===== src/source/cache_pkg.sv =====
package cache_pkg;

	// ------------------------------------------------------------
	// datapath widths
	// ------------------------------------------------------------
	localparam int WORD_BITS = 32;	// data word
	localparam int ADDR_BITS = 16;	// word address from the core

	// ------------------------------------------------------------
	// controller states
	// ------------------------------------------------------------
	typedef enum logic [2:0] {
		ST_LOOKUP   = 3'd0,	// tag compare, serve hits
		ST_VICTIM   = 3'd1,	// pick victim, check dirty
		ST_WB_READ  = 3'd2,	// copy victim line into wb buffer
		ST_WB_REQ   = 3'd3,	// issue block write
		ST_FILL_REQ = 3'd4,	// issue block read
		ST_FILL     = 3'd5	// drain fill buffer into data store
	} ctrl_state_t;

endpackage

===== src/source/cache_top.sv =====
`timescale 1ns/100ps

module cache_top #(
	parameter SETS        = 8,
	parameter BLOCK_WORDS = 4,
	localparam OFF_BITS   = $clog2(BLOCK_WORDS),
	localparam IDX_BITS   = $clog2(SETS),
	localparam TAG_BITS   = cache_pkg::ADDR_BITS - IDX_BITS - OFF_BITS
)(
	input  logic                           clock_i,
	input  logic                           resetn_i,
	// core port
	input  logic                           core_req_i,
	input  logic                           core_rw_i,
	input  logic [cache_pkg::ADDR_BITS-1:0] core_addr_i,
	input  logic [cache_pkg::WORD_BITS-1:0] core_data_i,
	output logic                           core_ready_o,
	output logic                           core_done_o,
	output logic [cache_pkg::WORD_BITS-1:0] core_rdata_o,
	// command port
	input  logic                           mem_ready_i,
	output logic                           mem_req_o,
	output logic                           mem_rw_o,
	output logic [cache_pkg::ADDR_BITS-1:0] mem_addr_o,
	// memory side of the buffers
	input  logic                           fill_valid_i,
	input  logic [cache_pkg::WORD_BITS-1:0] fill_data_i,
	input  logic                           wb_pop_i,
	output logic [cache_pkg::WORD_BITS-1:0] wb_data_o,
	output logic                           wb_empty_o,
	// performance pulses
	output logic                           hit_o,
	output logic                           miss_o,
	output logic                           writeback_o
);

	// ------------------------------------------------------------
	// internal nets
	// ------------------------------------------------------------
	logic                            tag_hit, tag_hit_way, victim_valid, victim_way;
	logic [TAG_BITS-1:0]             victim_tag;
	logic [IDX_BITS-1:0]             tag_index;
	logic                            tag_write, tag_way, use_strobe, use_way;
	logic [IDX_BITS+OFF_BITS:0]      data_addr;
	logic                            data_write;
	logic [cache_pkg::WORD_BITS-1:0] data_wdata, data_rdata;
	logic                            fill_empty, fill_pop;
	logic [cache_pkg::WORD_BITS-1:0] fill_word, wb_word;
	logic                            wb_full, wb_push;

	cache_controller #(.SETS(SETS), .BLOCK_WORDS(BLOCK_WORDS)) u_ctrl (
		.clock_i(clock_i), .resetn_i(resetn_i),
		.core_req_i(core_req_i), .core_rw_i(core_rw_i),
		.core_addr_i(core_addr_i), .core_data_i(core_data_i),
		.core_ready_o(core_ready_o), .core_done_o(core_done_o),
		.core_rdata_o(core_rdata_o),
		.tag_hit_i(tag_hit), .tag_hit_way_i(tag_hit_way),
		.victim_tag_i(victim_tag), .victim_valid_i(victim_valid),
		.victim_way_i(victim_way),
		.tag_index_o(tag_index), .tag_write_o(tag_write), .tag_way_o(tag_way),
		.use_strobe_o(use_strobe), .use_way_o(use_way),
		.data_rdata_i(data_rdata), .data_addr_o(data_addr),
		.data_write_o(data_write), .data_wdata_o(data_wdata),
		.fill_empty_i(fill_empty), .fill_data_i(fill_word), .fill_pop_o(fill_pop),
		.wb_full_i(wb_full), .wb_push_o(wb_push), .wb_data_o(wb_word),
		.mem_ready_i(mem_ready_i), .mem_req_o(mem_req_o),
		.mem_rw_o(mem_rw_o), .mem_addr_o(mem_addr_o),
		.hit_o(hit_o), .miss_o(miss_o), .writeback_o(writeback_o)
	);

	// tag comes straight from the held core address
	cache_tag_store #(.SETS(SETS), .BLOCK_WORDS(BLOCK_WORDS)) u_tags (
		.clock_i(clock_i), .resetn_i(resetn_i),
		.index_i(tag_index), .tag_i(core_addr_i[cache_pkg::ADDR_BITS-1 -: TAG_BITS]),
		.write_i(tag_write), .write_way_i(tag_way), .victim_way_i(victim_way),
		.hit_o(tag_hit), .hit_way_o(tag_hit_way),
		.victim_tag_o(victim_tag), .victim_valid_o(victim_valid)
	);

	cache_data_store #(.SETS(SETS), .BLOCK_WORDS(BLOCK_WORDS)) u_data (
		.clock_i(clock_i), .addr_i(data_addr), .write_i(data_write),
		.wdata_i(data_wdata), .rdata_o(data_rdata)
	);

	cache_lru_policy #(.SETS(SETS)) u_lru (
		.clock_i(clock_i), .resetn_i(resetn_i), .index_i(tag_index),
		.use_i(use_strobe), .use_way_i(use_way), .victim_way_o(victim_way)
	);

	// ------------------------------------------------------------
	// line buffers, one block deep each
	// ------------------------------------------------------------
	word_fifo #(.DEPTH(BLOCK_WORDS)) fill_buffer (
		.clock_i(clock_i), .resetn_i(resetn_i),
		.push_i(fill_valid_i), .data_i(fill_data_i), .pop_i(fill_pop),
		.data_o(fill_word), .empty_o(fill_empty), .full_o()	// memory paces itself
	);

	word_fifo #(.DEPTH(BLOCK_WORDS)) wb_buffer (
		.clock_i(clock_i), .resetn_i(resetn_i),
		.push_i(wb_push), .data_i(wb_word), .pop_i(wb_pop_i),
		.data_o(wb_data_o), .empty_o(wb_empty_o), .full_o(wb_full)
	);

endmodule


===== src/source/cache_controller.sv =====
`timescale 1ns/100ps

module cache_controller #(
	parameter SETS        = 8,
	parameter BLOCK_WORDS = 4,
	localparam OFF_BITS   = $clog2(BLOCK_WORDS),
	localparam IDX_BITS   = $clog2(SETS),
	localparam TAG_BITS   = cache_pkg::ADDR_BITS - IDX_BITS - OFF_BITS,
	localparam DADDR_BITS = 1 + IDX_BITS + OFF_BITS
)(
	input  logic                           clock_i,
	input  logic                           resetn_i,

	// core port
	input  logic                           core_req_i,
	input  logic                           core_rw_i,	// 1 = store
	input  logic [cache_pkg::ADDR_BITS-1:0] core_addr_i,	// held until done
	input  logic [cache_pkg::WORD_BITS-1:0] core_data_i,
	output logic                           core_ready_o,
	output logic                           core_done_o,
	output logic [cache_pkg::WORD_BITS-1:0] core_rdata_o,

	// tag store and policy
	input  logic                           tag_hit_i,
	input  logic                           tag_hit_way_i,
	input  logic [TAG_BITS-1:0]            victim_tag_i,
	input  logic                           victim_valid_i,
	input  logic                           victim_way_i,
	output logic [IDX_BITS-1:0]            tag_index_o,
	output logic                           tag_write_o,
	output logic                           tag_way_o,
	output logic                           use_strobe_o,
	output logic                           use_way_o,

	// data store
	input  logic [cache_pkg::WORD_BITS-1:0] data_rdata_i,
	output logic [DADDR_BITS-1:0]          data_addr_o,
	output logic                           data_write_o,
	output logic [cache_pkg::WORD_BITS-1:0] data_wdata_o,

	// fill and writeback buffers
	input  logic                           fill_empty_i,
	input  logic [cache_pkg::WORD_BITS-1:0] fill_data_i,
	output logic                           fill_pop_o,
	input  logic                           wb_full_i,
	output logic                           wb_push_o,
	output logic [cache_pkg::WORD_BITS-1:0] wb_data_o,

	// command port
	input  logic                           mem_ready_i,
	output logic                           mem_req_o,
	output logic                           mem_rw_o,	// 1 = block write
	output logic [cache_pkg::ADDR_BITS-1:0] mem_addr_o,

	// performance pulses
	output logic                           hit_o,
	output logic                           miss_o,
	output logic                           writeback_o
);

	cache_pkg::ctrl_state_t state_q;
	logic                  busy_q;		// request taken, core stalled
	logic                  done_q;
	logic                  rd_vld_q;	// data store output holds word cnt_q
	logic [OFF_BITS-1:0]   cnt_q;		// word transfer counter
	logic [2*SETS-1:0]     dirty_q;		// one per line, indexed {way, set}
	logic                  vway_q;		// victim way of current miss
	logic [TAG_BITS-1:0]   vtag_q;		// victim tag for writeback address

	// request fields
	wire [OFF_BITS-1:0] req_off = core_addr_i[OFF_BITS-1:0];
	wire [IDX_BITS-1:0] req_idx = core_addr_i[OFF_BITS +: IDX_BITS];

	wire accept   = core_req_i && !busy_q;	// busy low implies ST_LOOKUP
	wire lookup   = accept || (busy_q && state_q == cache_pkg::ST_LOOKUP);
	wire last     = &cnt_q;			// BLOCK_WORDS is a power of two
	wire wb_go    = (state_q == cache_pkg::ST_WB_READ) && rd_vld_q && !wb_full_i;
	wire fill_go  = (state_q == cache_pkg::ST_FILL) && !fill_empty_i;
	wire [OFF_BITS-1:0] rd_off = wb_go ? cnt_q + 1'b1 : cnt_q;	// read ahead on push

	// ------------------------------------------------------------
	// combinational outputs
	// ------------------------------------------------------------
	assign core_ready_o = !busy_q;
	assign core_done_o  = done_q;
	assign core_rdata_o = data_rdata_i;	// registered read lands in done cycle

	assign tag_index_o  = req_idx;
	assign tag_write_o  = fill_go && last;	// tag + valid with last fill word
	assign tag_way_o    = vway_q;
	assign use_strobe_o = (lookup && tag_hit_i) || (fill_go && last);
	assign use_way_o    = (state_q == cache_pkg::ST_FILL) ? vway_q : tag_hit_way_i;

	always_comb begin
		case (state_q)
			cache_pkg::ST_WB_READ: data_addr_o = {vway_q, req_idx, rd_off};
			cache_pkg::ST_FILL:    data_addr_o = {vway_q, req_idx, cnt_q};
			default:               data_addr_o = {tag_hit_way_i, req_idx, req_off};
		endcase
	end
	assign data_write_o = (lookup && tag_hit_i && core_rw_i) || fill_go;
	assign data_wdata_o = (state_q == cache_pkg::ST_FILL) ? fill_data_i : core_data_i;

	assign fill_pop_o = fill_go;
	assign wb_push_o  = wb_go;
	assign wb_data_o  = data_rdata_i;

	// requests only while memory is ready
	assign mem_req_o  = mem_ready_i && (state_q == cache_pkg::ST_WB_REQ ||
		state_q == cache_pkg::ST_FILL_REQ);
	assign mem_rw_o   = (state_q == cache_pkg::ST_WB_REQ);
	assign mem_addr_o = mem_rw_o ? {vtag_q, req_idx, {OFF_BITS{1'b0}}}
		: {core_addr_i[cache_pkg::ADDR_BITS-1:OFF_BITS], {OFF_BITS{1'b0}}};

	assign hit_o       = accept && tag_hit_i;
	assign miss_o      = accept && !tag_hit_i;	// retry hit after fill not counted
	assign writeback_o = (state_q == cache_pkg::ST_VICTIM) && victim_valid_i &&
		dirty_q[{victim_way_i, req_idx}];

	// ------------------------------------------------------------
	// state machine
	// ------------------------------------------------------------
	always_ff @(posedge clock_i) begin
		if (!resetn_i) begin
			state_q  <= cache_pkg::ST_LOOKUP;
			busy_q   <= 1'b0;
			done_q   <= 1'b0;
			rd_vld_q <= 1'b0;
			cnt_q    <= '0;
			dirty_q  <= '0;
		end else begin
			done_q <= 1'b0;	// one-cycle pulse
			case (state_q)
				cache_pkg::ST_LOOKUP: begin
					if (lookup && tag_hit_i) begin
						done_q <= 1'b1;
						busy_q <= 1'b0;
						if (core_rw_i)
							dirty_q[{tag_hit_way_i, req_idx}] <= 1'b1;
					end else if (lookup) begin
						busy_q  <= 1'b1;	// stall core through the miss
						state_q <= cache_pkg::ST_VICTIM;
					end
				end
				cache_pkg::ST_VICTIM: begin
					rd_vld_q <= 1'b0;
					cnt_q    <= '0;
					// clean or invalid victim skips the writeback
					state_q  <= writeback_o ? cache_pkg::ST_WB_READ
						: cache_pkg::ST_FILL_REQ;
				end
				cache_pkg::ST_WB_READ: begin
					rd_vld_q <= 1'b1;	// first read lands after one cycle
					if (wb_go) begin
						cnt_q <= cnt_q + 1'b1;
						if (last)
							state_q <= cache_pkg::ST_WB_REQ;	// line fully buffered
					end
				end
				cache_pkg::ST_WB_REQ: begin
					if (mem_ready_i)
						state_q <= cache_pkg::ST_FILL_REQ;
				end
				cache_pkg::ST_FILL_REQ: begin
					if (mem_ready_i)
						state_q <= cache_pkg::ST_FILL;
				end
				cache_pkg::ST_FILL: begin
					if (fill_go) begin
						cnt_q <= cnt_q + 1'b1;	// wraps to zero after last word
						if (last) begin
							dirty_q[{vway_q, req_idx}] <= 1'b0;
							state_q <= cache_pkg::ST_LOOKUP;	// retry then hits
						end
					end
				end
				default: state_q <= cache_pkg::ST_LOOKUP;
			endcase
		end
	end

	// victim capture
	always_ff @(posedge clock_i) begin
		if (state_q == cache_pkg::ST_VICTIM) begin
			vway_q <= victim_way_i;
			vtag_q <= victim_tag_i;
		end
	end

endmodule


===== src/source/cache_tag_store.sv =====
`timescale 1ns/100ps

module cache_tag_store #(
	parameter SETS        = 8,
	parameter BLOCK_WORDS = 4,
	localparam IDX_BITS   = $clog2(SETS),
	localparam TAG_BITS   = cache_pkg::ADDR_BITS - IDX_BITS - $clog2(BLOCK_WORDS)
)(
	input  logic                clock_i,
	input  logic                resetn_i,
	input  logic [IDX_BITS-1:0] index_i,
	input  logic [TAG_BITS-1:0] tag_i,
	input  logic                write_i,
	input  logic                write_way_i,
	input  logic                victim_way_i,
	output logic                hit_o,
	output logic                hit_way_o,
	output logic [TAG_BITS-1:0] victim_tag_o,
	output logic                victim_valid_o
);

	logic [TAG_BITS-1:0] tag_q   [2][SETS];
	logic [SETS-1:0]     valid_q [2];

	// compare both ways at once
	wire match0 = valid_q[0][index_i] && (tag_q[0][index_i] == tag_i);
	wire match1 = valid_q[1][index_i] && (tag_q[1][index_i] == tag_i);

	assign hit_o          = match0 || match1;
	assign hit_way_o      = match1;	// way 1 when it matches, else way 0
	assign victim_tag_o   = tag_q[victim_way_i][index_i];
	assign victim_valid_o = valid_q[victim_way_i][index_i];

	always_ff @(posedge clock_i) begin
		if (!resetn_i) begin
			valid_q[0] <= '0;
			valid_q[1] <= '0;
		end else if (write_i) begin
			valid_q[write_way_i][index_i] <= 1'b1;
		end
	end

	always_ff @(posedge clock_i) begin
		if (write_i)
			tag_q[write_way_i][index_i] <= tag_i;
	end

endmodule


===== src/source/cache_data_store.sv =====
`timescale 1ns/100ps

module cache_data_store #(
	parameter SETS        = 8,
	parameter BLOCK_WORDS = 4,
	localparam ADDR_BITS  = 1 + $clog2(SETS) + $clog2(BLOCK_WORDS)	// {way, set, word}
)(
	input  logic                           clock_i,
	input  logic [ADDR_BITS-1:0]           addr_i,
	input  logic                           write_i,
	input  logic [cache_pkg::WORD_BITS-1:0] wdata_i,
	output logic [cache_pkg::WORD_BITS-1:0] rdata_o
);

	logic [cache_pkg::WORD_BITS-1:0] mem_q [2*SETS*BLOCK_WORDS];

	// single port, registered read
	always_ff @(posedge clock_i) begin
		if (write_i)
			mem_q[addr_i] <= wdata_i;
		rdata_o <= mem_q[addr_i];	// old data on same-cycle write
	end

endmodule


===== src/source/cache_lru_policy.sv =====
`timescale 1ns/100ps

module cache_lru_policy #(
	parameter SETS      = 8,
	localparam IDX_BITS = $clog2(SETS)
)(
	input  logic                clock_i,
	input  logic                resetn_i,
	input  logic [IDX_BITS-1:0] index_i,
	input  logic                use_i,		// hit or fill done
	input  logic                use_way_i,
	output logic                victim_way_o
);

	// per set, the least recently used way
	logic [SETS-1:0] lru_q;

	assign victim_way_o = lru_q[index_i];

	always_ff @(posedge clock_i) begin
		if (!resetn_i)
			lru_q <= '0;	// all sets start at way 0
		else if (use_i)
			lru_q[index_i] <= ~use_way_i;	// other way becomes lru
	end

endmodule


===== src/source/word_fifo.sv =====
`timescale 1ns/100ps

module word_fifo #(
	parameter DEPTH     = 4,
	localparam PTR_BITS = $clog2(DEPTH)
)(
	input  logic                           clock_i,
	input  logic                           resetn_i,
	input  logic                           push_i,
	input  logic [cache_pkg::WORD_BITS-1:0] data_i,
	input  logic                           pop_i,
	output logic [cache_pkg::WORD_BITS-1:0] data_o,
	output logic                           empty_o,
	output logic                           full_o
);

	logic [cache_pkg::WORD_BITS-1:0] mem_q [DEPTH];
	logic [PTR_BITS:0] wr_ptr_q;	// extra msb tells full from empty
	logic [PTR_BITS:0] rd_ptr_q;

	wire do_push = push_i && !full_o;	// overflow dropped
	wire do_pop  = pop_i && !empty_o;	// underflow dropped

	assign empty_o = (wr_ptr_q == rd_ptr_q);
	assign full_o  = (wr_ptr_q[PTR_BITS] != rd_ptr_q[PTR_BITS]) &&
		(wr_ptr_q[PTR_BITS-1:0] == rd_ptr_q[PTR_BITS-1:0]);
	assign data_o  = mem_q[rd_ptr_q[PTR_BITS-1:0]];	// show-ahead head word

	always_ff @(posedge clock_i) begin
		if (!resetn_i) begin
			wr_ptr_q <= '0;
			rd_ptr_q <= '0;
		end else begin
			if (do_push)
				wr_ptr_q <= wr_ptr_q + 1'b1;
			if (do_pop)
				rd_ptr_q <= rd_ptr_q + 1'b1;
		end
	end

	always_ff @(posedge clock_i) begin
		if (do_push)
			mem_q[wr_ptr_q[PTR_BITS-1:0]] <= data_i;
	end

endmodule


===== config.mk =====
export PLATFORM = sky130hd
export DESIGN_NAME = cache_top
export DESIGN_NICKNAME = d
export VERILOG_FILES = /design/src/source/cache_pkg.sv /design/src/source/cache_top.sv /design/src/source/cache_controller.sv /design/src/source/cache_tag_store.sv /design/src/source/cache_data_store.sv /design/src/source/cache_lru_policy.sv /design/src/source/word_fifo.sv
export SDC_FILE = /design/constraint.sdc
export NUM_CORES = 2
export LEC_CHECK = 0
export ABC_CLOCK_PERIOD_IN_PS = 6500
export BUFFER_PORTS_ARGS = -buffer_cell sky130_fd_sc_hd__buf_2
export CORE_MARGIN = 5
export CORE_UTILIZATION = 40
export DETAILED_ROUTE_END_ITERATION = 8
export PLACE_DENSITY_LB_ADDON = 0.05
export SYNTH_ARGS = -nofsm -noshare
export SYNTH_HDL_FRONTEND = slang
export SYNTH_SLANG_ARGS = --single-unit

===== constraint.sdc =====
create_clock -name clock_i -period 6.5 [get_ports clock_i]
set_input_delay 0.65 -clock clock_i [delete_from_list [all_inputs] [get_ports clock_i]]
set_output_delay 0.65 -clock clock_i [all_outputs]
set_load 0.005 [all_outputs]

Yosys cells after proc, flatten, opt, wreduce, memory -nomap -nowiden
Memories as Yosys holds them, arrays and structs flattened. A register that Yosys moved wholly into a read port is not among the register bits.
Index checks and enable logic that the tools add are counted.
{"block": "op_classes", "n_addsub": 5, "order_cmp": 9, "n_eq_ne": 23, "mux": 72, "bitwise_logic": 5, "reduce_logical": 48}
{"op": "11-bit binary-select mux with 3-bit select", "count": 3}
{"op": "88-bit 2-to-1 mux", "count": 1}
{"op": "16-bit 2-to-1 mux", "count": 5}
{"op": "11-bit 2-to-1 mux", "count": 7}
{"op": "11-bit demux with 3-bit select", "count": 1}
{"op": "32-bit 2-to-1 mux", "count": 1}
{"op": "16-bit one-hot mux with 2 select lines", "count": 1}
{"op": "3-bit 2-to-1 mux", "count": 9}
{"op": "1-bit logical AND", "count": 25}
{"op": "8-bit 2-to-1 mux", "count": 3}
{"op": "11-bit equality test", "count": 2}
{"op": "1-bit 2-to-1 mux", "count": 22}
{"op": "3-bit one-hot mux with 6 select lines", "count": 1}
{"op": "16-bit bitwise AND", "count": 1}
{"op": "16-bit inverter", "count": 1}
{"op": "16-bit OR", "count": 1}
{"op": "4-bit by 5-bit less-than comparator with 1-bit output, second input constant", "count": 3}
{"op": "3-bit by 1-bit adder with 3-bit output, second input constant", "count": 4}
{"op": "1-bit binary-select mux with 3-bit select", "count": 4}
{"op": "2-bit 2-to-1 mux", "count": 6}
{"op": "6-bit one-hot mux with 2 select lines", "count": 1}
{"op": "2-bit by 1-bit != test with 1-bit output, second input constant", "count": 5}
{"op": "2-bit != test, second input constant", "count": 5}
{"op": "8-bit bitwise mux", "count": 1}
{"op": "28 further kinds", "count": 49}
{"block": "word_totals", "ff_bits": 56, "ramBits": 2496, "inputBits": 87, "out_inout_bits": 88, "mem_count": 5}
{"name": "u_data.mem_q", "words": 64, "word_bits": 32, "read_ports": 1, "rd_ports_with_merged_regs": 1, "wr": 1, "line_no": "cache_data_store.sv:15", "source": "logic [cache_pkg::WORD_BITS-1:0] mem_q [2*SETS*BLOCK_WORDS];"}
{"name": "u_tags.tag_q", "words": 2, "word_bits": 88, "read_ports": 3, "rd_ports_with_merged_regs": 0, "wr": 1, "line_no": "cache_tag_store.sv:22", "source": "logic [TAG_BITS-1:0] tag_q [2][SETS];"}
{"name": "fill_buffer.mem_q", "words": 4, "word_bits": 32, "read_ports": 1, "rd_ports_with_merged_regs": 1, "wr": 1, "line_no": "word_fifo.sv:17", "source": "logic [cache_pkg::WORD_BITS-1:0] mem_q [DEPTH];"}
{"name": "wb_buffer.mem_q", "words": 4, "word_bits": 32, "read_ports": 1, "rd_ports_with_merged_regs": 1, "wr": 1, "line_no": "word_fifo.sv:17"}
{"name": "u_tags.valid_q", "words": 2, "word_bits": 8, "read_ports": 3, "rd_ports_with_merged_regs": 0, "wr": 2, "line_no": "cache_tag_store.sv:23", "source": "logic [SETS-1:0] valid_q [2];"}

Longest topological paths before layout
{"block": "logic_depth", "depth_word": 14, "mapped_depth": 15, "mapped_depth_nobuf": 9}

By module
From an unflattened synthesis, not the netlist that was laid out.
{"block": "unflattened", "hier_cells": 5694, "hier_area_um2": 101637.5}
{"mod": "cache_data_store", "instances": 1, "cells_per_inst": 4239, "area_per_inst_um2": 78928.2}
{"mod": "word_fifo", "instances": 2, "cells_per_inst": 235, "area_per_inst_um2": 5170.0}
{"mod": "cache_tag_store", "instances": 1, "cells_per_inst": 550, "area_per_inst_um2": 8886.0}
{"mod": "cache_controller", "instances": 1, "cells_per_inst": 396, "area_per_inst_um2": 3080.5}
{"mod": "cache_lru_policy", "instances": 1, "cells_per_inst": 39, "area_per_inst_um2": 402.9}

Worst setup path after synthesis
Ideal clock, no wire load.
{"block": "synth_timing", "path_kind": "input to register", "start": "input port core_addr_i[3] (netlist name)", "end": "memory u_data.mem_q[23][0] (netlist name), enable pin", "setup_ns": 0.501, "arrival_time_ns": 6.002, "path_slack_ns": -0.004, "cell_stages": 12, "path_buffers": 4, "path_cell_list": "buf_4 -> buf_4 -> buf_4 -> mux4_2 -> mux2i_1 -> xor2_1 -> nand3_1 -> nor4_2 -> or2_2 -> a31oi_4 -> buf_2 -> nor4_1"}
{"block": "synth_between", "elab_chain_cells": 12}
{"element": "start, declared", "line_no": "cache_top.sv:15", "source": "input logic [cache_pkg::ADDR_BITS-1:0] core_addr_i,"}
{"element": "3-bit inverter with 4-bit output (not written as such)", "line_no": "cache_tag_store.sv:26, cache_tag_store.sv:27"}
{"element": "11-bit binary-select mux with 3-bit select (on tied branches)", "line_no": "cache_tag_store.sv:26, cache_tag_store.sv:27"}
{"element": "11-bit 2-to-1 mux (on tied branches) (2 in a row)", "line_no": "cache_tag_store.sv:26, cache_tag_store.sv:27"}
{"element": "11-bit equality test (on tied branches)", "line_no": "cache_tag_store.sv:26, cache_tag_store.sv:27"}
{"element": "1-bit logical AND (on tied branches)", "line_no": "cache_tag_store.sv:26, cache_tag_store.sv:27"}
{"element": "1-bit logical OR", "line_no": "cache_tag_store.sv:29", "source": "assign hit_o = match0 || match1;"}
{"element": "1-bit logical AND (2 in a row)", "line_no": "cache_controller.sv:101", "source": "assign data_write_o = (lookup && tag_hit_i && core_rw_i) || fill_go;"}
{"element": "1-bit logical OR", "line_no": "cache_controller.sv:101"}
{"element": "1-bit 2-to-1 mux", "line_no": "cache_data_store.sv:19", "source": "if (write_i)"}
{"element": "1-bit 2-to-1 mux (not written as such)", "line_no": "cache_data_store.sv:20", "source": "mem_q[addr_i] <= wdata_i;"}
{"element": "end, declared", "line_no": "cache_data_store.sv:15"}
Several ways; a longest one is shown, not always the timed one. The select of a mux whose other input is x is not followed.

Worst setup path after layout
{"block": "layout_timing", "start": "register u_ctrl.state_q[1]", "end": "register u_data.rdata_o[23] (netlist name) (read register of u_data.mem_q)"}
{"block": "layout_between", "elab_chain_cells": 5}
{"element": "start, declared", "line_no": "cache_controller.sv:61", "source": "cache_pkg::ctrl_state_t state_q;"}
{"element": "start signal, assigned", "line_no": "cache_controller.sv:125", "source": "state_q <= cache_pkg::ST_LOOKUP;"}
{"element": "start signal, assigned", "line_no": "cache_controller.sv:142", "source": "state_q <= cache_pkg::ST_VICTIM;"}
{"element": "start signal, assigned", "line_no": "cache_controller.sv:149", "source": "state_q <= writeback_o ? cache_pkg::ST_WB_READ"}
{"element": "3-bit by 2-bit equality test with 1-bit output", "line_no": "cache_controller.sv:77, cache_controller.sv:95"}
{"element": "1-bit logical AND (2 in a row)", "line_no": "cache_controller.sv:77", "source": "wire wb_go = (state_q == cache_pkg::ST_WB_READ) && rd_vld_q && !wb_full_i;"}
{"element": "2-bit 2-to-1 mux", "line_no": "cache_controller.sv:79", "source": "wire [OFF_BITS-1:0] rd_off = wb_go ? cnt_q + 1'b1 : cnt_q;"}
{"element": "6-bit one-hot mux with 2 select lines *", "line_no": "cache_controller.sv:95", "source": "case (state_q)"}
{"element": "end, declared", "line_no": "cache_data_store.sv:12", "source": "output logic [cache_pkg::WORD_BITS-1:0] rdata_o"}
Every way passes the cells marked *; elsewhere a longest branch is shown, timed or not.
A chain may end at the register's enable or synchronous reset.

==> results.md <==
- Die ar.: 258700 um^2
- Sequential-to-total area share from yosys stat: 0.7719
- Cell count after synthesis: 5272
- # Max-Cap Violations: 0
- Minimum clock period: 5.608 ns
- DR WL/cell: 33.03 um
- FFs w/ async S/R, synth: 0
- Final cell count without fillers: 9237
- Worst-path clk slew: 0.06 ns
- Syn-to-layout area delta: 15.88%
- # IOs: 175
- Row Count: 183
- Root Buffer: clkbuf_16
- RSZ-0062 raised after global routing: false
- H-tree depth: 5
- Min-delay src: core_req_i
- Worst r2r src: u_ctrl.state_q[1]
- Clk_lat worst skew: 0.93 ns
- Final Hold Vio Count: 0
- Final setup margin: 0.8920 ns
- TritonCTS Sinks: 2588
- Slew headroom: 0.1603
- Resized Gates After CTS: 0
- Pins Over Slew Limit: 0
- Post-Syn Area per Cell: 18.86 um^2
- Vias in the first global route: 52324
- Cell Chain, Critical Path: nand4bb_1, a31oi_2, o221ai_4, buf_12, buf_12, nor2_4, buf_4, a211oi_1, a22oi_1, nand3_1, o21ai_0
- Main synth FF type: edfxtp_1
- Leak Pwr: 36.84 nW
- Number of fillers in the final layout: 20910
- Antenna-violating nets left: 0
- Top achievable clock speed: 178.3 MHz
- Largest net degree at the start of global routing: 127
- Status: complete, no violations
- Worst path depth: 11
- Routability cong.: 0.8143
- Finished Cell Area: 115200 um^2
- Pre-CTS setup slack: 0.8365 ns
- Commonest non-fill, non-tap cell in the layout: edfxtp_1
- TritonCTS clock tree: done
- Fin nets: 5785
- Slowest-stage cell, CP: a31oi_2
- Most frequent cells in the layout: 2492 x edfxtp_1, 458 x nand2_1, 402 x mux4_2
- Drt first-iter violations: 5912
- Crit-path most repeated cell: buf_12
- Met3 Usage GRT: 0.03889
- Largest delay share family, worst path: compound AO/OA/AOI/OAI gates
- Die width: 508.6 um
- DIE HEIGHT: 508.6 um
- Hold Path Class: in2reg
- Cts bufs inserted: 298
- Yosys warns: 0
- Total global routing overflow: 0
- GRT Max-Usage Layer: met2
- Setup crit end kind: flop
- Peak supply drop: 182.0 uV
- Dpl cell area: 105900 um^2
- Worst r2r dst: u_data.rdata_o[23]
- Initial core utilization: 0.4010
- Setup bufs post-CTS: 0
- Port Buffers: 172
- Area leader, netlist: edfxtp_1
- CP startpoint: u_ctrl.state_q[1]
- Total power: 39.69 mW
- PD cells: 344.5 nW/um^2
- CP startpoint kind: flop
- Area share of the largest cell type after synthesis: 0.7526
- Synth area leaders: edfxtp_1 75%, mux4_2 9.1%, mux2i_1 2.0%
- R2R setup slack: 0.89 ns
- Post-synth cell types: 74
- Met2 Usage GRT: 0.3666
- GR Layer Usage met1: 0.3393
- Tot GR Track Use: 0.2325
- Initial antenna violation count: 17
- Inst Count DP: 8685
- CP required: 7.29 ns
- Flops & latches, synth: 2588
- Maximum buffer depth of the clock tree: 4
- Worst-margin pin slew: 1.259 ns
- Drt first pass iters: 6
- Via density: 5.712
- DP Wirelength: 185400 um
- Crit path kind: reg2reg
- DRC Markers: 0
- Global-route wire length before repair: 422100 um
- Proportion of layout cells with a drive suffix above 1: 0.2336
- Data arrival time of the worst path: 6.40 ns
- Final wirelength: 305100 um
- Post-synth EDFFs: 2492
- # setup viols final: 0
- Core footprint: 248000 um^2
- Post-Syn Area: 99430 um^2
- Crit share post-route: 0.8628
- Skew final: 0.05196 ns
- CP max stage delay: 0.82 ns
- Setup crit end: u_data.rdata_o[23]
- Critical path fanouts, max: 126
- Cts hold-fix bufs: 32
- Vias: 52763
- Worst path bufs/invs: 3
- Path depth of the worst reg2reg path: 11
[through the flow]
stage               utilization  TNS, ns  hold WS, ns
floorplan                     -  -0.6834       0.4453
global placement         0.4273        0       0.4570
detailed placement       0.4273        0       0.4648
CTS                      0.4646        0      0.02468
global route             0.4646        0      0.09947
finish                   0.4647        0       0.1067
[cells in the mapped netlist, types with 20 or more instances]
master	n
edfxtp_1	2492
nand2_1	495
mux4_2	402
mux2i_1	203
clkbuf_1	194
a22oi_1	157
a21oi_1	150
nand3_1	119
buf_2	101
a211oi_1	97
dfxtp_1	96
o221ai_1	73
a31oi_1	65
o22ai_1	56
o21ai_0	55
nor2_1	53
nor4_1	42
and3_1	37
a21boi_0	35
nand4_1	33
nor3_1	30
mux2_2	24
xnor2_1	21
or2_0	20
[worst min-delay path by stage]
stage                     slack [ns]        endpoint  cells past startpoint
after detailed placement        0.46  u_lru.lru_q[7]                      2
after global routing             0.1   u_ctrl.busy_q                      5
after CTS                       0.02   u_ctrl.busy_q                      5
after global placement          0.46  u_lru.lru_q[2]                      2
final                           0.11   u_ctrl.busy_q                      5
after floorplan                 0.45  u_lru.lru_q[2]                      2
[cell families after synthesis]
| kind of cell | count (synthesis) | share of synthesized area |
|---|---|---|
| flip-flops | 2588 | 0.7719 |
| adder cells (fa/ha/maj) | 11 | 0.001384 |
| multiplexers | 630 | 0.1144 |
| other | 1 | 0.00003771 |
| XOR/XNOR | 36 | 0.003171 |
| AND/OR/NAND/NOR | 895 | 0.04117 |
| AO/OA/AOI/OAI | 769 | 0.05280 |
| buffers and inverters | 342 | 0.01509 |
[tightest hold or removal path, delay by kind of cell]
family | cells | cell delay, ns
simple gates | 3 | 0.15
compound gates | 1 | 0.04
buf+inv | 1 | 0.11
[flip-flops by register name, indices dropped and copies added, names as in the netlist, 8 cells and up, named ones only]
signal / flops
wb_buffer.mem_q: 128
fill_buffer.mem_q: 128
u_lru.lru_q: 8
u_ctrl.dirty_q: 16
u_data.rdata_o: 32
u_ctrl.vtag_q: 11
u_tags.tag_q: 176
u_tags.valid_q: 16
u_data.mem_q: 2048
[per-layer routing]
metal | wire length [um] | share of wire
met5 | 0 | 0
met4 | 7321 | 0.024
met3 | 20000 | 0.066
met2 | 143300 | 0.47
met1 | 134500 | 0.44
[where the power goes]
part | switching (mW) | internal (mW)
clock network | 6.52 | 9.16
registers | 0.268 | 19.0
logic | 3.39 | 1.39
total | 10.2 | 29.5
[final cells by class]
class	instances	area, um^2	share of cell area
flip-flops and latches	2588	76760	0.6661
clock inverters	124	922.1	0.008003
repair buffers	441	3436	0.02982
multi-input cells	2343	21850	0.1896
well taps	3330	4167	0.03616
inverters	15	58.81	0.0005104
clock buffers	387	8011	0.06953
diodes	9	22.52	0.0001955
Note: power is estimated with default switching activity, not from simulation.
